$ cat src/video_pkg.sv
package video_pkg;

    // --------------------------------------------------
    // widths
    // --------------------------------------------------
    typedef logic [10:0] h_count_t;      // horizontal position
    typedef logic [9:0]  v_count_t;      // vertical position
    typedef logic [21:0] delay_count_t;  // bring-up counter
    typedef logic [7:0]  color_t;        // one colour channel
    typedef logic [4:0]  vs_count_t;     // sensor frame counter
    typedef logic [2:0]  led_t;          // status leds, active low

    // --------------------------------------------------
    // 1280x720 timing
    // --------------------------------------------------
    localparam h_count_t H_ACTIVE = 11'd1280;
    localparam h_count_t H_SYNC   = 11'd40;
    localparam h_count_t H_BP     = 11'd220;
    localparam h_count_t H_FP     = 11'd110;
    localparam h_count_t H_TOTAL  = H_SYNC + H_BP + H_ACTIVE + H_FP;  // 1650

    localparam v_count_t V_ACTIVE = 10'd720;
    localparam v_count_t V_SYNC   = 10'd5;
    localparam v_count_t V_BP     = 10'd20;
    localparam v_count_t V_FP     = 10'd5;
    localparam v_count_t V_TOTAL  = V_SYNC + V_BP + V_ACTIVE + V_FP;  // 750

    // active window edges
    localparam h_count_t H_DE_START = H_SYNC + H_BP;
    localparam h_count_t H_DE_END   = H_DE_START + H_ACTIVE;
    localparam v_count_t V_DE_START = V_SYNC + V_BP;
    localparam v_count_t V_DE_END   = V_DE_START + V_ACTIVE;

    // --------------------------------------------------
    // colour bars
    // --------------------------------------------------
    localparam h_count_t BAR_WIDTH = 11'd160;  // 1280 / 8

    // {r, g, b}, left to right across the screen
    localparam logic [23:0] bar_colors [0:7] = '{
        24'hff_ff_ff,  // white
        24'hff_ff_00,  // yellow
        24'h00_ff_ff,  // cyan
        24'h00_ff_00,  // green
        24'hff_00_ff,  // magenta
        24'hff_00_00,  // red
        24'h00_00_ff,  // blue
        24'h00_00_00   // black
    };

    // rgb565 keeps 5/6/5 msbs, rest zero filled
    localparam color_t RB_565_MASK = 8'hf8;
    localparam color_t G_565_MASK  = 8'hfc;

    // --------------------------------------------------
    // sensor bring-up
    // --------------------------------------------------
    localparam delay_count_t RST_RELEASE_CYCLES = 22'd100_000;
    localparam delay_count_t CFG_START_CYCLES   = 22'd3_000_000;

endpackage

$ cat src/sensor_power_seq.sv
`timescale 1ns/100ps

module sensor_power_seq
(
    input  logic clk,
    input  logic rst_n,
    output logic cmos_rst_n,  // sensor reset, active low
    output logic cfg_start    // sensor may be configured
);

    video_pkg::delay_count_t delay_cnt;

    always_ff @(posedge clk or negedge rst_n)
    begin
        if (!rst_n)
        begin
            delay_cnt  <= '0;
            cmos_rst_n <= 1'b0;
            cfg_start  <= 1'b0;
        end
        else if (delay_cnt == video_pkg::CFG_START_CYCLES)
        begin
            cfg_start  <= 1'b1;  // counter parks here
        end
        else
        begin
            delay_cnt <= delay_cnt + 1'b1;
            if (delay_cnt == video_pkg::RST_RELEASE_CYCLES)
            begin
                cmos_rst_n <= 1'b1;  // release sensor
            end
        end
    end

endmodule

$ cat src/status_leds.sv
`timescale 1ns/100ps

module status_leds
(
    input  logic               clk,
    input  logic               rst_n,
    input  logic               cmos_vsync,  // sensor clock domain
    input  logic               cmos_rst_n,
    input  logic               cfg_start,
    output video_pkg::led_t    state_led
);

    logic                  vsync_meta;
    logic                  vsync_sync;
    logic                  vsync_prev;
    logic                  vsync_rise;
    video_pkg::vs_count_t  vs_cnt;

    // --------------------------------------------------
    // vsync into clk, then edge count
    // --------------------------------------------------
    always_ff @(posedge clk or negedge rst_n)
    begin
        if (!rst_n)
        begin
            vsync_meta <= 1'b0;
            vsync_sync <= 1'b0;
            vsync_prev <= 1'b0;
        end
        else
        begin
            vsync_meta <= cmos_vsync;
            vsync_sync <= vsync_meta;
            vsync_prev <= vsync_sync;
        end
    end

    assign vsync_rise = vsync_sync & ~vsync_prev;

    always_ff @(posedge clk or negedge rst_n)
    begin
        if (!rst_n)
            vs_cnt <= '0;
        else if (vsync_rise)
            vs_cnt <= vs_cnt + 1'b1;  // wraps every 32 frames
    end

    // leds light on low
    assign state_led[2] = ~cfg_start;
    assign state_led[1] = ~vs_cnt[4];  // toggles every 16 frames
    assign state_led[0] = ~cmos_rst_n;

endmodule

$ cat src/video_timing.sv
`timescale 1ns/100ps

module video_timing
(
    input  logic                 clk,
    input  logic                 rst_n,
    output logic                 hs,
    output logic                 vs,
    output logic                 de,
    output video_pkg::h_count_t  active_x
);

    video_pkg::h_count_t h_cnt;
    video_pkg::v_count_t v_cnt;
    video_pkg::h_count_t h_nxt;
    video_pkg::v_count_t v_nxt;
    logic                h_wrap;
    logic                de_nxt;

    // --------------------------------------------------
    // frame counters
    // --------------------------------------------------
    assign h_wrap = (h_cnt == video_pkg::H_TOTAL - 1'b1);
    assign h_nxt  = h_wrap ? '0 : h_cnt + 1'b1;

    always_comb
    begin
        v_nxt = v_cnt;
        if (h_wrap)
        begin
            if (v_cnt == video_pkg::V_TOTAL - 1'b1)
                v_nxt = '0;
            else
                v_nxt = v_cnt + 1'b1;
        end
    end

    always_ff @(posedge clk or negedge rst_n)
    begin
        if (!rst_n)
        begin
            h_cnt <= '0;
            v_cnt <= '0;
        end
        else
        begin
            h_cnt <= h_nxt;
            v_cnt <= v_nxt;
        end
    end

    // outputs decoded from the next count, so they line up with h_cnt
    assign de_nxt = (h_nxt >= video_pkg::H_DE_START) && (h_nxt < video_pkg::H_DE_END) &&
                    (v_nxt >= video_pkg::V_DE_START) && (v_nxt < video_pkg::V_DE_END);

    always_ff @(posedge clk or negedge rst_n)
    begin
        if (!rst_n)
        begin
            hs       <= 1'b1;  // h=0 sits in sync
            vs       <= 1'b1;  // v=0 sits in sync
            de       <= 1'b0;
            active_x <= '0;
        end
        else
        begin
            hs       <= (h_nxt < video_pkg::H_SYNC);
            vs       <= (v_nxt < video_pkg::V_SYNC);
            de       <= de_nxt;
            active_x <= de_nxt ? h_nxt - video_pkg::H_DE_START : '0;
        end
    end

endmodule

$ cat src/color_bar_gen.sv
`timescale 1ns/100ps

module color_bar_gen
(
    input  logic                 clk,
    input  logic                 rst_n,
    input  logic                 de,
    input  video_pkg::h_count_t  active_x,
    output video_pkg::color_t    r,
    output video_pkg::color_t    g,
    output video_pkg::color_t    b
);

    video_pkg::h_count_t bar_num;
    logic [2:0]          bar_idx;
    logic [23:0]         bar_rgb;

    // eight bars of BAR_WIDTH pixels
    assign bar_num = active_x / video_pkg::BAR_WIDTH;
    assign bar_idx = bar_num[2:0];
    assign bar_rgb = video_pkg::bar_colors[bar_idx];

    always_ff @(posedge clk or negedge rst_n)
    begin
        if (!rst_n)
        begin
            r <= '0;
            g <= '0;
            b <= '0;
        end
        else if (de)
        begin
            r <= bar_rgb[23:16];
            g <= bar_rgb[15:8];
            b <= bar_rgb[7:0];
        end
        else
        begin
            r <= '0;  // blank between lines
            g <= '0;
            b <= '0;
        end
    end

endmodule

$ cat src/pixel_align.sv
`timescale 1ns/100ps

module pixel_align
(
    input  logic               clk,
    input  logic               rst_n,
    input  logic               hs,
    input  logic               vs,
    input  logic               de,
    input  logic               quantize,  // rgb565 path on
    input  video_pkg::color_t  r,
    input  video_pkg::color_t  g,
    input  video_pkg::color_t  b,
    output logic               out_hs,
    output logic               out_vs,
    output logic               out_de,
    output video_pkg::color_t  out_r,
    output video_pkg::color_t  out_g,
    output video_pkg::color_t  out_b
);

    logic [1:0]         hs_dly;
    logic [1:0]         vs_dly;
    logic [1:0]         de_dly;
    video_pkg::color_t  rb_mask;
    video_pkg::color_t  g_mask;

    // --------------------------------------------------
    // sync delay, two stages to meet the pixel
    // --------------------------------------------------
    always_ff @(posedge clk or negedge rst_n)
    begin
        if (!rst_n)
        begin
            hs_dly <= '0;
            vs_dly <= '0;
            de_dly <= '0;
        end
        else
        begin
            hs_dly <= {hs_dly[0], hs};
            vs_dly <= {vs_dly[0], vs};
            de_dly <= {de_dly[0], de};
        end
    end

    assign out_hs = hs_dly[1];
    assign out_vs = vs_dly[1];
    assign out_de = de_dly[1];

    // low bits dropped as in the 16 bit frame buffer
    assign rb_mask = quantize ? video_pkg::RB_565_MASK : 8'hff;
    assign g_mask  = quantize ? video_pkg::G_565_MASK : 8'hff;

    always_ff @(posedge clk or negedge rst_n)
    begin
        if (!rst_n)
        begin
            out_r <= '0;
            out_g <= '0;
            out_b <= '0;
        end
        else if (de_dly[0])  // pixel and de both at t+1 here
        begin
            out_r <= r & rb_mask;
            out_g <= g & g_mask;
            out_b <= b & rb_mask;
        end
        else
        begin
            out_r <= '0;
            out_g <= '0;
            out_b <= '0;
        end
    end

endmodule

$ cat src/video_top.sv
`timescale 1ns/100ps

module video_top
(
    input  logic               clk,
    input  logic               rst_n,
    input  logic               cmos_vsync,
    input  logic               quantize,
    output logic               cmos_rst_n,
    output video_pkg::led_t    state_led,
    output logic               out_hs,
    output logic               out_vs,
    output logic               out_de,
    output video_pkg::color_t  out_r,
    output video_pkg::color_t  out_g,
    output video_pkg::color_t  out_b
);

    logic                 cfg_start;
    logic                 tim_hs;
    logic                 tim_vs;
    logic                 tim_de;
    video_pkg::h_count_t  tim_x;
    video_pkg::color_t    bar_r;
    video_pkg::color_t    bar_g;
    video_pkg::color_t    bar_b;

    // --------------------------------------------------
    // sensor bring-up and status
    // --------------------------------------------------
    sensor_power_seq u_power_seq (
        .clk        (clk),
        .rst_n      (rst_n),
        .cmos_rst_n (cmos_rst_n),
        .cfg_start  (cfg_start)
    );

    status_leds u_status_leds (
        .clk        (clk),
        .rst_n      (rst_n),
        .cmos_vsync (cmos_vsync),
        .cmos_rst_n (cmos_rst_n),
        .cfg_start  (cfg_start),
        .state_led  (state_led)
    );

    // --------------------------------------------------
    // display path, timing -> bars -> align
    // --------------------------------------------------
    video_timing u_timing (
        .clk      (clk),
        .rst_n    (rst_n),
        .hs       (tim_hs),
        .vs       (tim_vs),
        .de       (tim_de),
        .active_x (tim_x)
    );

    color_bar_gen u_bars (
        .clk      (clk),
        .rst_n    (rst_n),
        .de       (tim_de),
        .active_x (tim_x),
        .r        (bar_r),
        .g        (bar_g),
        .b        (bar_b)
    );

    pixel_align u_align (
        .clk      (clk),
        .rst_n    (rst_n),
        .hs       (tim_hs),
        .vs       (tim_vs),
        .de       (tim_de),
        .quantize (quantize),
        .r        (bar_r),
        .g        (bar_g),
        .b        (bar_b),
        .out_hs   (out_hs),
        .out_vs   (out_vs),
        .out_de   (out_de),
        .out_r    (out_r),
        .out_g    (out_g),
        .out_b    (out_b)
    );

endmodule

$ cat config.mk
export PLATFORM = sky130hd
export DESIGN_NAME = video_top
export DESIGN_NICKNAME = d
export VERILOG_FILES = /design/src/video_pkg.sv /design/src/sensor_power_seq.sv /design/src/status_leds.sv /design/src/video_timing.sv /design/src/color_bar_gen.sv /design/src/pixel_align.sv /design/src/video_top.sv
export SDC_FILE = /design/constraint.sdc
export NUM_CORES = 1
export LEC_CHECK = 0
export BUFFER_PORTS_ARGS = -buffer_cell sky130_fd_sc_hd__buf_2
export CORE_MARGIN = 8
export CORE_UTILIZATION = 54
export DETAILED_ROUTE_END_ITERATION = 7
export PLACE_DENSITY = 0.76
export SLEW_MARGIN = 20
export SYNTH_ARGS = -nofsm -noshare
export SYNTH_HDL_FRONTEND = slang
export SYNTH_SLANG_ARGS = --single-unit
$ cat constraint.sdc
create_clock -name clk -period 2.9 [get_ports clk]
set_clock_uncertainty 0.1 [all_clocks]
set_input_delay 0.58 -clock clk [delete_from_list [all_inputs] [get_ports clk]]
set_output_delay 0.58 -clock clk [all_outputs]
set_load 0.01 [all_outputs]
# Yosys cells after proc, flatten, opt, wreduce, memory -nomap -nowiden
# Memories as Yosys holds them, arrays and structs flattened.
# Index checks and enable logic that the tools add are counted.
[op_classes] n_eq_ne=4 mux=14 mul=0 n_bitwise=10 shift=0 n_div=1 magnitude_cmp=7 n_reduce_logical=4 add_sub_neg=5
[op_table] operator="2-to-1 mux 24 bit" count=2
[op_table] operator="2-to-1 mux 8 bit" count=6
[op_table] operator="AND 8 bit" count=3
[op_table] operator="adder 22 x 1 -> 22 bit, second input constant" count=1
[op_table] operator="equality test 22 x 17 -> 1 bit, second input constant" count=1
[op_table] operator="equality test 22 bit, second input constant" count=1
[op_table] operator="2-to-1 mux 11 bit" count=2
[op_table] operator="2-to-1 mux 10 bit" count=2
[op_table] operator="adder 11 x 1 -> 11 bit, second input constant" count=1
[op_table] operator="divider 11 x 8 -> 11 bit, second input constant" count=1
[op_table] operator="equality test 11 bit, second input constant" count=1
[op_table] operator=">= comparator 11 x 9 -> 1 bit, second input constant" count=1
[op_table] operator="less-than comparator 11 bit, second input constant" count=1
[op_table] operator="less-than comparator 11 x 6 -> 1 bit, second input constant" count=1
[op_table] operator="subtractor 11 x 9 -> 11 bit, second input constant" count=1
[op_table] operator="adder 10 x 1 -> 10 bit, second input constant" count=1
[op_table] operator="equality test 10 bit, second input constant" count=1
[op_table] operator=">= comparator 10 x 5 -> 1 bit, second input constant" count=1
[op_table] operator="less-than comparator 10 bit, second input constant" count=1
[op_table] operator="less-than comparator 10 x 3 -> 1 bit, second input constant" count=1
[op_table] operator="adder 5 x 1 -> 5 bit, second input constant" count=1
[op_table] operator="NOT 1 bit" count=5
[op_table] operator=">= comparator 4 bit, second input constant" count=1
[op_table] operator="NOT 3 -> 4 bit" count=1
[op_table] operator="other kinds (5)" count=7
[totals] output_inout_bits=31 in_bits=4 n_memories=1 mem_bits_ro=192 regBits=121 word_cells=68 latch_bits=0 ram_bits=0
[memory_table] memory="(no name shown)" depth=8 width=24 rd=1 rd_clocked_by_memory_dff=0 wr=0 line_no="color_bar_gen.sv:21" text="assign bar_rgb = video_pkg::bar_colors[bar_idx];"

# Depth between registers and ports, before layout
[logic_depth] ltp_word=7 mapped_depth=13 mapped_depth_nobuf=12

# Modules after synthesis
# A second synthesis with hierarchy kept.
[unflattened] cells_unflattened=450 hier_area_um2=4859.7
[modules_own_cells] mod="video_timing" area_each_um2=2039.5 n_inst=1 cells_per_inst=220
[modules_own_cells] mod="sensor_power_seq" area_each_um2=1138.6 n_inst=1 cells_per_inst=96
[modules_own_cells] mod="pixel_align" area_each_um2=933.4 n_inst=1 cells_per_inst=56
[modules_own_cells] mod="color_bar_gen" area_each_um2=447.9 n_inst=1 cells_per_inst=57
[modules_own_cells] mod="status_leds" area_each_um2=300.3 n_inst=1 cells_per_inst=21

# Least setup slack after synthesis
# No wires, ideal clock.
[synth_path] path_type="reg-to-reg" start="reg u_timing.h_cnt[1]" end="reg u_timing.active_x[8]" setup_ns=0.119 path_slack_ns=0.200 period_less_slack_ns=2.700 path_stages_with_launch=14 t_required_ns=2.681 t_arrival_ns=2.481 cell_sequence="dfrtp_1 inv_1 ha_1 and4bb_2 nand3_1 nand2_1 inv_1 ha_1 and3_1 and3_1 or4_4 nand4b_4 buf_6 nor2_2"
[synth_via] elab_chain_cells=7
[synth_lines] element="start: declaration" line_no="video_timing.sv:13" text="video_pkg::h_count_t h_cnt;"
[synth_lines] element="start signal: assignment" line_no="video_timing.sv:47" text="h_cnt <= h_nxt;"
[synth_lines] element="adder 11 x 1 -> 11 bit / equality test 11 bit (equally long branches)" line_no="video_timing.sv:24, video_timing.sv:23"
[synth_lines] element="2-to-1 mux 11 bit *" line_no="video_timing.sv:24" text="assign h_nxt = h_wrap ? '0 : h_cnt + 1'b1;"
[synth_lines] element="named net u_timing.h_nxt[2]" line_no="video_timing.sv:15" text="video_pkg::h_count_t h_nxt;"
[synth_lines] element=">= comparator 11 x 9 -> 1 bit / less-than comparator 11 bit (equally long branches)" line_no="video_timing.sv:53" text="assign de_nxt = (h_nxt >= video_pkg::H_DE_START) && (h_nxt < video_pkg::H_DE_END) &&"
[synth_lines] element="logical AND 1 bit (2 in series)" line_no="video_timing.sv:53"
[synth_lines] element="logical AND 1 bit" line_no="video_timing.sv:54" text="(v_nxt >= video_pkg::V_DE_START) && (v_nxt < video_pkg::V_DE_END);"
[synth_lines] element="2-to-1 mux 11 bit *" line_no="video_timing.sv:70" text="active_x <= de_nxt ? h_nxt - video_pkg::H_DE_START : '0;"
[synth_lines] element="end signal: assignment" line_no="video_timing.sv:70"
[synth_lines] element="end: declaration" line_no="video_timing.sv:10" text="output video_pkg::h_count_t active_x"
# Mark *: on every way through the listed nets, which the timed path passes. The rest lies on a longest branch.
# A chain may end at the register's enable or synchronous reset.

# Worst setup path after layout
[layout_path] start="reg u_timing.h_cnt[1]" end="reg u_timing.active_x[7]"
[layout_via] elab_chain_cells=7
[layout_lines] element="adder 11 x 1 -> 11 bit / equality test 11 bit (equally long branches)" line_no="video_timing.sv:24, video_timing.sv:23"
[layout_lines] element="2-to-1 mux 11 bit" line_no="video_timing.sv:24"
[layout_lines] element=">= comparator 11 x 9 -> 1 bit / less-than comparator 11 bit (equally long branches)" line_no="video_timing.sv:53"
[layout_lines] element="logical AND 1 bit (2 in series)" line_no="video_timing.sv:53"
[layout_lines] element="logical AND 1 bit" line_no="video_timing.sv:54"
[layout_lines] element="2-to-1 mux 11 bit *" line_no="video_timing.sv:70"
# Every way passes the cells marked *; elsewhere a longest branch is shown, timed or not.

==> impl_metrics.csv <==
group,metric,value,unit
job,maxCapViolCount,0,
clocking,clock-sinks,77,
sta,tns,0,ns
synthesis,synth_warnings,0,
finish,drive_gt1_frac,0.194,
clocking,clk_path_buf_depth,2,
sta,fin_ws,0.200,ns
placed_design,port_buffers,34,
detailed_routing,vias_per_cell,5.67,
placed_design,gp_congestion,0.899,
clocking,h-tree-depth,3,
grt,antenna_found_initial,0,
sta,layout_min_cycle_time,2.70,ns
setup_path,critical_path_required,3.08,ns
synthesis,ys_seq_area_frac,0.459,
floorplan,die_w,104,microns
sta,max_freq,370,MHz
floorplan,core,0.00765,sq mm
worst_hold_path,hold_path_class,"input pin to flop",
power_and_ir_drop,p_leak,2.09,nW
finish,areaGrowthSynthToFinish,8.57,%
setup_path,r2r-end,"u_timing.active_x[7]",
detailed_routing,routed-via-count,3121,
synthesis,synth_area,0.00420,sq mm
sta,slew_headroom,0.376,
floorplan,io_pins,35,
finish,nets,456,
outcome,status,"complete, no violations",
clocking,clkTransAtPathRegs,0.08,ns
setup_path,critPathLaunchType,"flop",
setup_path,arrival,2.88,ns
floorplan,row_count,32,
detailed_routing,drt-pass1-iter-count,5,
synthesis,synth_nets,439,
synthesis,synthArstFlopShare,1.00,
grt,grt_max_degree,78,
sta,worst_pin_slew,0.935,ns
sta,period_share,0.931,
grt,overflow,0,
setup_path,crit_type,"flop to flop",
detailed_routing,avgRoutedWirePerCell,14.5,microns
finish,nFillCells,611,
clocking,cts_tree,"built",
placed_design,dpl_worst_slack,0.134,ns
detailed_routing,drt_wl_total,7990,microns
grt,grt_pass1_vias,2940,
clocking,clockRootBuffer,"clkbuf_8",
finish,antenna_cells,0,
power_and_ir_drop,pwr_density_cell,449,mW/mm^2
detailed_routing,first_iter_violations,220,
worst_hold_path,whs_path_depth,1,
setup_path,path_max_fanout,7,
clocking,numCtsBuffers,9,
sta,finalMaxSlewViolations,0,
synthesis,synth_edf_count,0,
synthesis,yosysUniqueCellTypes,61,
placed_design,post-dp-hpwl,5690,microns
synthesis,synth-seq-cells,77,
setup_path,rr_startpoint,"u_timing.h_cnt[1]",
sta,finalSetupViolCount,0,
clocking,insertion_delay,0.34,ns
setup_path,startpoint,"u_timing.h_cnt[1]",
floorplan,start_util,0.550,
floorplan,dieArea,0.0109,sq mm
clocking,holdBufCountCts,0,
grt,grt_pass1_wl,13700,microns
setup_path,rrSetupSlack,0.20,ns
detailed_routing,drc,0,
worst_hold_path,hold_end,"u_status_leds.vsync_meta",
power_and_ir_drop,vdd_drop_max,0.000220,V
worst_hold_path,hold_start,"cmos_vsync",
sta,rsz0062_at_grt,"no",
synthesis,syn-instance-count,426,
floorplan,die_y,104,microns
synthesis,avgSynthCellArea,9.87,sq um
detailed_routing,ant_nets,0,
synthesis,synth_ff_type,"dfrtp_1",
grt,grt_use_total,0.148,
sta,hold_violations,0,
setup_path,end_kind,"flop",
setup_path,r2r_cells,9,
==> critical path: stages (launching register included) <==
cell and delay (ns):
dfrtp_1 0.43, inv_1 0.07, ha_1 0.17, nand4bb_2 0.23, nor3_4 0.33, a211oi_1 0.14, or4_1 0.49, a32o_1 0.27
nand4b_4 0.25, nor2_2 0.16
==> power by group <==
part | switching [mW] | internal, mW
clock network | 0.414 | 0.410
registers | 0.0303 | 1.11
logic | 0.0452 | 0.0377
total | 0.490 | 1.56
==> cells in the final DEF, fill, tap and decap left out, types with 5 or more instances in the layout <==
| master | synthesis | final |
|---|---|---|
| nand2_1 | 32 | 31 |
| and2_1 | 5 | 5 |
| nand4_1 | 12 | 12 |
| nand3_1 | 27 | 26 |
| a21oi_1 | 11 | 11 |
| inv_1 | 21 | 21 |
| nor4_1 | 6 | 6 |
| and3_1 | 12 | 12 |
| nor4b_1 | 7 | 7 |
| o21ai_0 | 13 | 13 |
| nor2_1 | 24 | 24 |
| buf_2 | 6 | 33 |
| nand2b_1 | 6 | 6 |
| ha_1 | 9 | 9 |
| nor3_1 | 7 | 7 |
| dfrtp_1 | 75 | 74 |
| buf_4 | 18 | 11 |
| nor2_2 | 5 | 5 |
| xor2_1 | 14 | 14 |
| nor2b_1 | 6 | 6 |
| clkbuf_8 | 0 | 9 |
| a31oi_1 | 5 | 5 |
| xnor2_1 | 28 | 28 |
==> layout make-up <==
| cell class | instances | area, sq um | area share |
|---|---|---|---|
| clock buffer | 9 | 124 | 0.0271 |
| clock inverter | 7 | 78.8 | 0.0173 |
| inverter | 22 | 82.6 | 0.0181 |
| multi-input combinational | 289 | 1970 | 0.432 |
| sequential | 77 | 1930 | 0.423 |
| tap | 102 | 128 | 0.0280 |
| timing repair buffer | 44 | 248 | 0.0543 |
==> sequential cells by signal, indices dropped and copies added (netlist names), 2 cells and up <==
name	cells
u_power_seq.delay_cnt	22
u_align.out_b	2
u_status_leds.vs_cnt	5
u_align.hs_dly	2
u_align.de_dly	2
u_align.vs_dly	2
u_timing.active_x	6
u_align.out_r	2
u_timing.h_cnt	11
u_align.out_g	2
u_timing.v_cnt	10
==> stage by stage <==
step	hold slack (ns)	std cells	util	total power, mW	instance area (sq um)
global route	0.230	550	0.597	2.13	4560
CTS	0.227	550	0.595	2.07	4550
detailed placement	0.240	534	0.568	1.25	4350
floorplan	0.184	426	-	1.20	4200
global placement	0.234	534	0.568	1.24	4350
finish	0.240	550	0.597	2.05	4560
==> cell usage after synthesis (3+ instances only) <==
cell       n  area share
nor2_2     5      0.0074
nand3_1   27       0.032
xnor2_1   28       0.058
nand4_1   12       0.018
a21oi_1   11       0.013
a211oi_1   3      0.0054
or3_1      4      0.0060
nor4_1     6      0.0089
inv_1     21       0.019
o22ai_1    4      0.0060
xor2_1    14       0.029
or4_1      3      0.0054
ha_1       9       0.027
nor2_1    24       0.021
nor4b_1    7       0.015
o31ai_1    3      0.0054
a31oi_1    5      0.0074
nand2b_1   6      0.0089
buf_2      6      0.0071
nand2_1   32       0.029
and3_1    12       0.018
o21ai_0   13       0.015
nor3_1     7      0.0083
nor2b_1    6      0.0089
clkbuf_1  12       0.011
and4bb_2   3      0.0089
dfrtp_1   75        0.45
and2_1     5      0.0074
mux2i_1    3      0.0071
buf_4     18       0.032
==> how the worst max path moves through the flow <==
stage	to	slack, ns	depth (start not counted)
after floorplan	u_timing.active_x[8]	0.20	13
after CTS	u_timing.active_x[7]	0.11	9
after detailed placement	u_timing.active_x[9]	0.13	11
after global placement	u_timing.active_x[9]	0.21	8
after global routing	u_timing.active_x[7]	0.03	9
final	u_timing.active_x[7]	0.20	9
==> metal layers <==
metal,part of all wire,global-route usage,wire [microns],vias up
li1,-,-,-,1515
met1,0.44,0.183,3500,1477
met2,0.47,0.236,3740,118
met3,0.082,0.0539,656,11
met4,0.011,0.0414,90,0
met5,0,0,0,-
==> cells by family after synthesis <==
family                   after synthesis  share of synthesized area
AO/OA/AOI/OAI                         61                     0.0988
XOR/XNOR                              42                     0.0875
adder cells (fa/ha/maj)                9                     0.0268
buffers and inverters                 60                     0.0750
flip-flops                            77                      0.459
multiplexers                           5                     0.0125
AND/OR/NAND/NOR                      172                      0.240
==> what timing repair did <==
action | 4_1_cts | 5_1_grt
resized for setup | 0 | 4
buffers inserted | 0 | 0
endpoints found under the setup margin | 0 | 7
Power figures use the tool's default switching activity.
